### src/lsq_defs.svh
`ifndef LSQ_DEFS_SVH
`define LSQ_DEFS_SVH

// Entries per queue as a power of two
`define LSQ_DEPTH 8

// Physical register tag width
`define LSQ_TAG_W 6

// Data and address width
`define LSQ_XLEN 32

`endif

### src/lsq_pkg.sv
`include "lsq_defs.svh"

package lsq_pkg;

    typedef logic [$clog2(`LSQ_DEPTH)-1:0] lsq_ptr_t;
    typedef logic [`LSQ_TAG_W-1:0] preg_t;
    typedef logic [`LSQ_XLEN-1:0] word_t;

    typedef enum logic [1:0] {
        mem_byte,
        mem_half,
        mem_word
    } mem_size_e;

    typedef enum logic [2:0] {
        idle_load_first,
        idle_store_first,
        bus_load,
        bus_store,
        done_load,
        done_store
    } issue_state_e;

    // Tag 0 is x0 and never waits for a broadcast
    typedef struct packed {
        logic      is_store;
        mem_size_e size;
        logic      is_signed;
        preg_t     rs1;
        preg_t     rs2;
        preg_t     rd;
        word_t     imm;
    } mem_op_t;

    typedef struct packed {
        mem_op_t  op;
        logic     rs1_ready;
        logic     rs2_ready;
        lsq_ptr_t cross_ptr;
        logic     older_done;
    } lsq_entry_t;

    typedef struct packed {
        logic  valid;
        preg_t tag;
        word_t value;
        logic  is_store;
    } cdb_t;

    typedef struct packed {
        preg_t rs1;
        preg_t rs2;
    } reg_req_t;

    typedef struct packed {
        word_t rs1_val;
        word_t rs2_val;
    } reg_rsp_t;

endpackage

### src/lsq_entry_queue.sv
`include "lsq_defs.svh"

module lsq_entry_queue (
    input  logic               clk,
    input  logic               rst,
    input  logic               flush,
    input  logic               push,
    input  lsq_pkg::mem_op_t   push_op,
    input  lsq_pkg::lsq_ptr_t  other_wr_ptr,
    input  lsq_pkg::lsq_ptr_t  other_rd_ptr,
    input  lsq_pkg::cdb_t      cdb_in,
    input  logic               pop,
    output logic               full,
    output lsq_pkg::lsq_ptr_t  wr_ptr,
    output lsq_pkg::lsq_ptr_t  rd_ptr,
    output lsq_pkg::lsq_entry_t head,
    output logic               head_ready
);
    import lsq_pkg::*;

    localparam int ptr_w = $bits(lsq_ptr_t);

    lsq_entry_t mem_q [`LSQ_DEPTH];
    logic [`LSQ_DEPTH-1:0] valid_q;
    logic [`LSQ_DEPTH-1:0] cross_wrap_q;
    logic [ptr_w:0] wr_q;
    logic [ptr_w:0] rd_q;
    logic empty;
    logic do_push;
    logic do_pop;
    logic flushed_q;
    lsq_entry_t new_entry;

    // Mirror of the other queue's occupancy, seen through its pointers
    lsq_ptr_t prev_wr_q;
    lsq_ptr_t prev_rd_q;
    logic grew_q;
    logic other_grew;
    logic other_full;

    function automatic logic wakes(cdb_t c, preg_t t);
        return c.valid && !c.is_store && c.tag == t;
    endfunction

    assign wr_ptr = wr_q[ptr_w-1:0];
    assign rd_ptr = rd_q[ptr_w-1:0];
    assign empty = wr_q == rd_q;
    assign full = (wr_q[ptr_w] != rd_q[ptr_w]) && (wr_ptr == rd_ptr);
    assign do_push = push && !full;
    assign do_pop = pop && !empty;

    always_comb begin
        other_grew = grew_q;
        if (other_wr_ptr != prev_wr_q && other_rd_ptr == prev_rd_q)
            other_grew = 1'b1;
        else if (other_rd_ptr != prev_rd_q && other_wr_ptr == prev_wr_q)
            other_grew = 1'b0;
    end

    // Equal pointers mean empty unless the last change was a push
    assign other_full = (other_wr_ptr == other_rd_ptr) && other_grew;

    always_comb begin
        new_entry.op = push_op;
        new_entry.rs1_ready = push_op.rs1 == '0 || wakes(cdb_in, push_op.rs1);
        new_entry.rs2_ready = !push_op.is_store || push_op.rs2 == '0
                              || wakes(cdb_in, push_op.rs2);
        new_entry.cross_ptr = other_wr_ptr;
        new_entry.older_done = (other_wr_ptr == other_rd_ptr) && !other_full;
    end

    always_ff @(posedge clk) begin
        if (rst || flush) begin
            wr_q <= '0;
            rd_q <= '0;
            valid_q <= '0;
            prev_wr_q <= '0;
            prev_rd_q <= '0;
            grew_q <= 1'b0;
            flushed_q <= flush && !rst;
        end else begin
            prev_wr_q <= other_wr_ptr;
            prev_rd_q <= other_rd_ptr;
            grew_q <= other_grew;
            if (do_push) begin
                wr_q <= wr_q + 1'b1;
                valid_q[wr_ptr] <= 1'b1;
                flushed_q <= 1'b0;
            end
            if (do_pop) begin
                rd_q <= rd_q + 1'b1;
                valid_q[rd_ptr] <= 1'b0;
            end
        end
    end

    // Wake-up and cross dependency tracking in place
    always_ff @(posedge clk) begin
        for (int i = 0; i < `LSQ_DEPTH; i++) begin
            if (do_push && lsq_ptr_t'(i) == wr_ptr) begin
                mem_q[i] <= new_entry;
                cross_wrap_q[i] <= other_full;
            end else if (valid_q[i]) begin
                if (wakes(cdb_in, mem_q[i].op.rs1))
                    mem_q[i].rs1_ready <= 1'b1;
                if (wakes(cdb_in, mem_q[i].op.rs2))
                    mem_q[i].rs2_ready <= 1'b1;
                // Full at push, so wait for the read pointer to lap once
                if (other_rd_ptr != mem_q[i].cross_ptr)
                    cross_wrap_q[i] <= 1'b0;
                else if (!cross_wrap_q[i])
                    mem_q[i].older_done <= 1'b1;
            end
        end
    end

    assign head = mem_q[rd_ptr];
    assign head_ready = valid_q[rd_ptr] && head.rs1_ready && head.rs2_ready
                        && head.older_done;

    assert property (@(posedge clk) disable iff (rst) push |-> !full);

    // A late ack from before a flush may find the queue empty
    assert property (@(posedge clk) disable iff (rst) pop |-> !empty || flushed_q);

endmodule

### src/lsq_load_align.sv
module lsq_load_align (
    input  lsq_pkg::word_t     rdata,
    input  logic [1:0]         byte_off,
    input  lsq_pkg::mem_size_e size,
    input  logic               is_signed,
    output lsq_pkg::word_t     value
);
    import lsq_pkg::*;

    word_t shifted;
    logic fill;

    // Addressed lane moves down to bit 0
    assign shifted = rdata >> {byte_off, 3'b000};

    always_comb begin
        case (size)
            mem_byte: begin
                fill = is_signed && shifted[7];
                value = {{24{fill}}, shifted[7:0]};
            end
            mem_half: begin
                fill = is_signed && shifted[15];
                value = {{16{fill}}, shifted[15:0]};
            end
            default: begin
                fill = 1'b0;
                value = shifted;
            end
        endcase
    end

endmodule

### src/lsq_issue_ctrl.sv
module lsq_issue_ctrl (
    input  logic                clk,
    input  logic                rst,
    input  lsq_pkg::lsq_entry_t ld_head,
    input  lsq_pkg::lsq_entry_t st_head,
    input  logic                ld_ready,
    input  logic                st_ready,
    output logic                ld_pop,
    output logic                st_pop,
    output lsq_pkg::reg_req_t   reg_req,
    input  lsq_pkg::reg_rsp_t   reg_rsp,
    output logic                wb_cyc,
    output logic                wb_stb,
    output logic                wb_we,
    output lsq_pkg::word_t      wb_adr,
    output logic [3:0]          wb_sel,
    output lsq_pkg::word_t      wb_dat_o,
    input  lsq_pkg::word_t      wb_dat_i,
    input  logic                wb_ack,
    input  lsq_pkg::word_t      load_value,
    output logic [1:0]          load_off,
    output lsq_pkg::mem_size_e  load_size,
    output logic                load_signed,
    output lsq_pkg::word_t      load_rdata,
    output lsq_pkg::cdb_t       cdb_out
);
    import lsq_pkg::*;

    issue_state_e state;
    issue_state_e state_next;
    logic idle;
    logic pick_load;
    logic pick_store;
    mem_op_t sel_op;
    word_t addr;
    logic [3:0] size_mask;
    preg_t rd_q;

    // Priority alternates after each completed access
    assign idle = (state == idle_load_first) || (state == idle_store_first);
    assign pick_load = idle && ld_ready && (state == idle_load_first || !st_ready);
    assign pick_store = idle && st_ready && (state == idle_store_first || !ld_ready);
    assign sel_op = pick_store ? st_head.op : ld_head.op;

    // Register file answers in the issue cycle
    assign reg_req.rs1 = sel_op.rs1;
    assign reg_req.rs2 = sel_op.rs2;
    assign addr = reg_rsp.rs1_val + sel_op.imm;

    always_comb begin
        case (sel_op.size)
            mem_byte: size_mask = 4'b0001;
            mem_half: size_mask = 4'b0011;
            default:  size_mask = 4'b1111;
        endcase
    end

    always_comb begin
        state_next = state;
        case (state)
            idle_load_first, idle_store_first: begin
                if (pick_load)
                    state_next = bus_load;
                else if (pick_store)
                    state_next = bus_store;
            end
            bus_load: begin
                if (wb_ack)
                    state_next = done_load;
            end
            bus_store: begin
                if (wb_ack)
                    state_next = done_store;
            end
            done_load:  state_next = idle_store_first;
            done_store: state_next = idle_load_first;
            default:    state_next = idle_load_first;
        endcase
    end

    always_ff @(posedge clk) begin
        if (rst)
            state <= idle_load_first;
        else
            state <= state_next;
    end

    always_ff @(posedge clk) begin
        if (pick_load || pick_store) begin
            wb_adr <= {addr[31:2], 2'b00};
            wb_sel <= size_mask << addr[1:0];
            wb_dat_o <= reg_rsp.rs2_val << {addr[1:0], 3'b000};
            wb_we <= pick_store;
            load_off <= addr[1:0];
            load_size <= sel_op.size;
            load_signed <= sel_op.is_signed;
            rd_q <= sel_op.rd;
        end
        if (wb_cyc && wb_ack)
            load_rdata <= wb_dat_i;
    end

    assign wb_cyc = (state == bus_load) || (state == bus_store);
    assign wb_stb = wb_cyc;
    assign ld_pop = (state == bus_load) && wb_ack;
    assign st_pop = (state == bus_store) && wb_ack;

    // One result per access and never stalled
    always_comb begin
        cdb_out.valid = (state == done_load) || (state == done_store);
        cdb_out.tag = rd_q;
        cdb_out.value = (state == done_load) ? load_value : '0;
        cdb_out.is_store = state == done_store;
    end

    // Bus request held steady until acknowledged
    assert property (@(posedge clk) disable iff (rst)
        wb_stb && !wb_ack |=> wb_cyc && wb_stb && $stable(wb_adr) && $stable(wb_sel)
                              && $stable(wb_we) && $stable(wb_dat_o));

    assert property (@(posedge clk) disable iff (rst)
        cdb_out.valid |-> $past(wb_cyc && wb_ack));

endmodule

### src/load_store_unit.sv
module load_store_unit (
    input  logic              clk,
    input  logic              rst,
    input  logic              flush,
    input  logic              op_valid,
    input  lsq_pkg::mem_op_t  op,
    output logic              op_ready,
    input  lsq_pkg::cdb_t     cdb_in,
    output lsq_pkg::reg_req_t reg_req,
    input  lsq_pkg::reg_rsp_t reg_rsp,
    output logic              wb_cyc,
    output logic              wb_stb,
    output logic              wb_we,
    output lsq_pkg::word_t    wb_adr,
    output logic [3:0]        wb_sel,
    output lsq_pkg::word_t    wb_dat_o,
    input  lsq_pkg::word_t    wb_dat_i,
    input  logic              wb_ack,
    output lsq_pkg::cdb_t     cdb_out
);
    import lsq_pkg::*;

    logic ld_push;
    logic st_push;
    logic ld_full;
    logic st_full;
    logic ld_pop;
    logic st_pop;
    logic ld_ready;
    logic st_ready;
    lsq_ptr_t ld_wr_ptr;
    lsq_ptr_t ld_rd_ptr;
    lsq_ptr_t st_wr_ptr;
    lsq_ptr_t st_rd_ptr;
    lsq_entry_t ld_head;
    lsq_entry_t st_head;
    word_t load_value;
    word_t load_rdata;
    logic [1:0] load_off;
    mem_size_e load_size;
    logic load_signed;

    assign op_ready = op.is_store ? !st_full : !ld_full;
    assign ld_push = op_valid && op_ready && !op.is_store;
    assign st_push = op_valid && op_ready && op.is_store;

    lsq_entry_queue load_queue (
        .clk(clk), .rst(rst), .flush(flush),
        .push(ld_push), .push_op(op),
        .other_wr_ptr(st_wr_ptr), .other_rd_ptr(st_rd_ptr),
        .cdb_in(cdb_in), .pop(ld_pop), .full(ld_full),
        .wr_ptr(ld_wr_ptr), .rd_ptr(ld_rd_ptr),
        .head(ld_head), .head_ready(ld_ready)
    );

    lsq_entry_queue store_queue (
        .clk(clk), .rst(rst), .flush(flush),
        .push(st_push), .push_op(op),
        .other_wr_ptr(ld_wr_ptr), .other_rd_ptr(ld_rd_ptr),
        .cdb_in(cdb_in), .pop(st_pop), .full(st_full),
        .wr_ptr(st_wr_ptr), .rd_ptr(st_rd_ptr),
        .head(st_head), .head_ready(st_ready)
    );

    lsq_issue_ctrl issue_ctrl (
        .clk(clk), .rst(rst),
        .ld_head(ld_head), .st_head(st_head),
        .ld_ready(ld_ready), .st_ready(st_ready),
        .ld_pop(ld_pop), .st_pop(st_pop),
        .reg_req(reg_req), .reg_rsp(reg_rsp),
        .wb_cyc(wb_cyc), .wb_stb(wb_stb), .wb_we(wb_we),
        .wb_adr(wb_adr), .wb_sel(wb_sel), .wb_dat_o(wb_dat_o),
        .wb_dat_i(wb_dat_i), .wb_ack(wb_ack),
        .load_value(load_value), .load_off(load_off),
        .load_size(load_size), .load_signed(load_signed),
        .load_rdata(load_rdata), .cdb_out(cdb_out)
    );

    lsq_load_align load_align (
        .rdata(load_rdata),
        .byte_off(load_off),
        .size(load_size),
        .is_signed(load_signed),
        .value(load_value)
    );

endmodule

### config.mk
export PLATFORM = sky130hd
export DESIGN_NAME = load_store_unit
export DESIGN_NICKNAME = d
export VERILOG_FILES = /design/src/lsq_pkg.sv /design/src/lsq_entry_queue.sv /design/src/lsq_load_align.sv /design/src/lsq_issue_ctrl.sv /design/src/load_store_unit.sv
export VERILOG_INCLUDE_DIRS = /design/src
export SDC_FILE = /design/constraint.sdc
export NUM_CORES = 2
export LEC_CHECK = 0
export BUFFER_PORTS_ARGS = -buffer_cell sky130_fd_sc_hd__clkbuf_2
export CORE_ASPECT_RATIO = 1.2
export CORE_MARGIN = 2
export CORE_UTILIZATION = 30
export DETAILED_ROUTE_END_ITERATION = 10
export PLACE_DENSITY = 0.5
export REMOVE_ABC_BUFFERS = 1
export SETUP_SLACK_MARGIN = 0.3
export SLEW_MARGIN = 5
export SYNTH_ARGS = -nofsm -noshare
export SYNTH_HDL_FRONTEND = slang
export SYNTH_HIERARCHICAL = 1
export SYNTH_SLANG_ARGS = --single-unit
### constraint.sdc
create_clock -name clk -period 5.4 [get_ports clk]
set_clock_uncertainty 0.05 [all_clocks]
set_input_delay 1.08 -clock clk [delete_from_list [all_inputs] [get_ports clk]]
set_output_delay 1.08 -clock clk [all_outputs]
set_load 0.005 [all_outputs]
==> results.cfg <==
[finish]
final_cell_mix = edfxtp_1 (1064), clkbuf_2 (284), nand2_1 (266)
drive_above_1_share = 0.272
area_growth_pct = 16.3
layout_commonest_cell = edfxtp_1
final_area_um2 = 57900
final_nets = 3644

[yosys]
ys_warn_count = 6
netlist_area_um2 = 49800
synthCells = 3099
avgSynthCellArea_um2 = 16.1

[power_and_ir_drop]
max-vdd-ir-drop_mv = 0.269
leakage_nw = 19.6
swShare = 0.216
power.total_mw = 18.9
switchingPower_mw = 4.06
p_per_area_nw_per_um2 = 325
p_comb_frac = 0.050
internal_power_mw = 14.8
seqPwrFrac = 0.512
clockPowerShare = 0.438

[sta]
timing.hold.ws_ns = 0.469
period_minus_slack_ns = 4.90
setup_tns_ns = 0
tightest_slew_ns = 1.02
setup_viol = 0
fmax_mhz = 204
hold_viol_final = 0
slew_violations = 0
period_share = 0.907
max-slew-margin-rel = 0.309
rsz0062_at_grt = no

[floorplan]
die_width_um = 376
io-pin-count = 319
die-area_um2 = 169000
start_util = 0.303
coreArea_um2 = 165000
rows = 163
die_height_um = 450

[run]
max_cap_violations = 0

[routing]
postRouteAntennaNets = 0
drt_iter0_markers = 2071
wl_mm = 137
num_vias = 27800
avgRoutedWirePerCell_um = 24.3
post-route-drc-count = 0
drtPass1Iterations = 5
vias_per_cell = 4.92

[place]
io_buffers = 284
dpl_cell_area_um2 = 53900
place_hpwl_mm = 87.1
place_congestion = 0.806

[worst_setup_path]
critPathTopFamily = buffers and inverters
slowest_delay_ns = 0.53
critPathArrivalTime_ns = 3.77
end_kind = output pin
path_cells = mux4_2 -> mux2_2 -> and4_2 -> inv_1 -> o211ai_1 -> buf_4 -> bufinv_8 -> buf_6 -> nand2_1 -> nand2_2 -> clkbuf_2
crit_buf_inv = 5
start_kind = flop
critical_path_class = reg -> out
cp_max_fo = 17
crit_path_top_delay_cell = mux4_2
cp.required_ns = 4.27

[clocking]
h-tree-depth = 3
cts_tree = done
numCtsBuffers = 115
cts_sinks = 1125
cts.clk_slew.worst_paths_ns = 0.06
cts_max_path_buffers = 3
cts-root-buf = clkbuf_16
insertion_delay_ns = 0.73

[grt]
grt_pass1_wl_mm = 199
grt_usage = 0.160
grt_pass1_vias = 28600
grt_overflow = 0
antenna_found_initial = 13
grt_max_degree = 77

[min_path]
hold_path.class = in -> reg

[run_status]
status = finished, final reports clean
-- metrics by stage --
stage | util | setup WS [ns] | cells
after floorplan | - | -5.36 | 2917
final | 0.352 | 0.502 | 5649
after detailed placement | 0.328 | 0.0475 | 5425
after global placement | 0.328 | 0.0826 | 5425
after CTS | 0.352 | 0.331 | 5644
after global routing | 0.352 | 0.300 | 5648
-- flip-flops by register name, indices dropped and copies added, names as in the netlist, 2 cells and up, named ones only --
signal                    cells
store_queue/prev_rd_q         3
load_queue/mem_q            472
issue_ctrl/wb_dat_o          32
store_queue/rd_q              4
load_queue/prev_wr_q          3
issue_ctrl/load_rdata        32
issue_ctrl/load_off           2
issue_ctrl/rd_q               6
issue_ctrl/wb_adr            30
store_queue/wr_q              4
load_queue/cross_wrap_q       8
issue_ctrl/load_size          2
load_queue/rd_q               4
store_queue/valid_q           8
load_queue/wr_q               4
store_queue/mem_q           472
store_queue/prev_wr_q         3
load_queue/valid_q            8
issue_ctrl/wb_sel             4
load_queue/prev_rd_q          3
issue_ctrl/state              3
store_queue/cross_wrap_q      8
-- per-layer routing --
metal / wire length, um / vias to the layer above / GRT usage
met5: 64 / - / 0
met4: 3180 / 10 / 0.0469
met3: 7530 / 163 / 0.0286
met2: 68100 / 774 / 0.272
met1: 58700 / 14400 / 0.209
li1: - / 12500 / -
-- power groups by stage --
stage | sequential [mW] | combinational (mW) | clock (mW)
3_3_place_gp | 9.84 | 0.940 | 0
4_1_cts | 9.65 | 0.948 | 8.50
3_5_place_dp | 9.84 | 0.942 | 0
5_1_grt | 9.65 | 1.03 | 8.81
6_report | 9.65 | 0.936 | 8.26
2_1_floorplan | 9.84 | 0.484 | 0
-- worst paths after layout --
path,startpoint,end,slack (ns),cells after the start
max,flop,reg_req[7],0.50,11
min,wb_dat_i[16],issue_ctrl/load_rdata[16]$_DFFE_PP_,0.47,1
max reg2reg,flop,issue_ctrl/wb_adr[25]$_DFFE_PP_,0.52,18
min reg2reg,load_queue/rd_q[3]$_SDFFE_PP0N_,load_queue/rd_q[3]$_SDFFE_PP0N_,0.48,2
-- repair_timing --
action,4_1_cts,5_1_grt
hold buffers,0,0
setup endpoints to repair,24,8
pin swaps,1,1
buffers inserted,5,0
gates resized for setup,2,7
-- worst register-to-register path, stage by stage, from the launching register on --
cell and delay, ns:
dfxtp_4 0.45, mux4_2 0.53, mux2_2 0.30, and4_2 0.28, inv_1 0.09, o211ai_1 0.10, buf_4 0.19, bufinv_8 0.30
buf_6 0.23, nand2_1 0.09, nand2_1 0.10, ha_1 0.32, a21o_1 0.23, a31o_1 0.20, a221oi_2 0.31, o21ai_2 0.18
or2_4 0.27, a221oi_2 0.29, mux2i_1 0.23
-- final cells by class --
cell class                 count  area, um2
multi-input combinational   1727      15500
tap                         2145       2680
inverter                      65        298
antenna                        5       12.5
timing repair buffer         368       2330
sequential                  1125      33200
fill                       15600     107000
clock buffer                 152       3180
clock inverter                62        732
No activity file was read; power rests on OpenSTA's default activity.
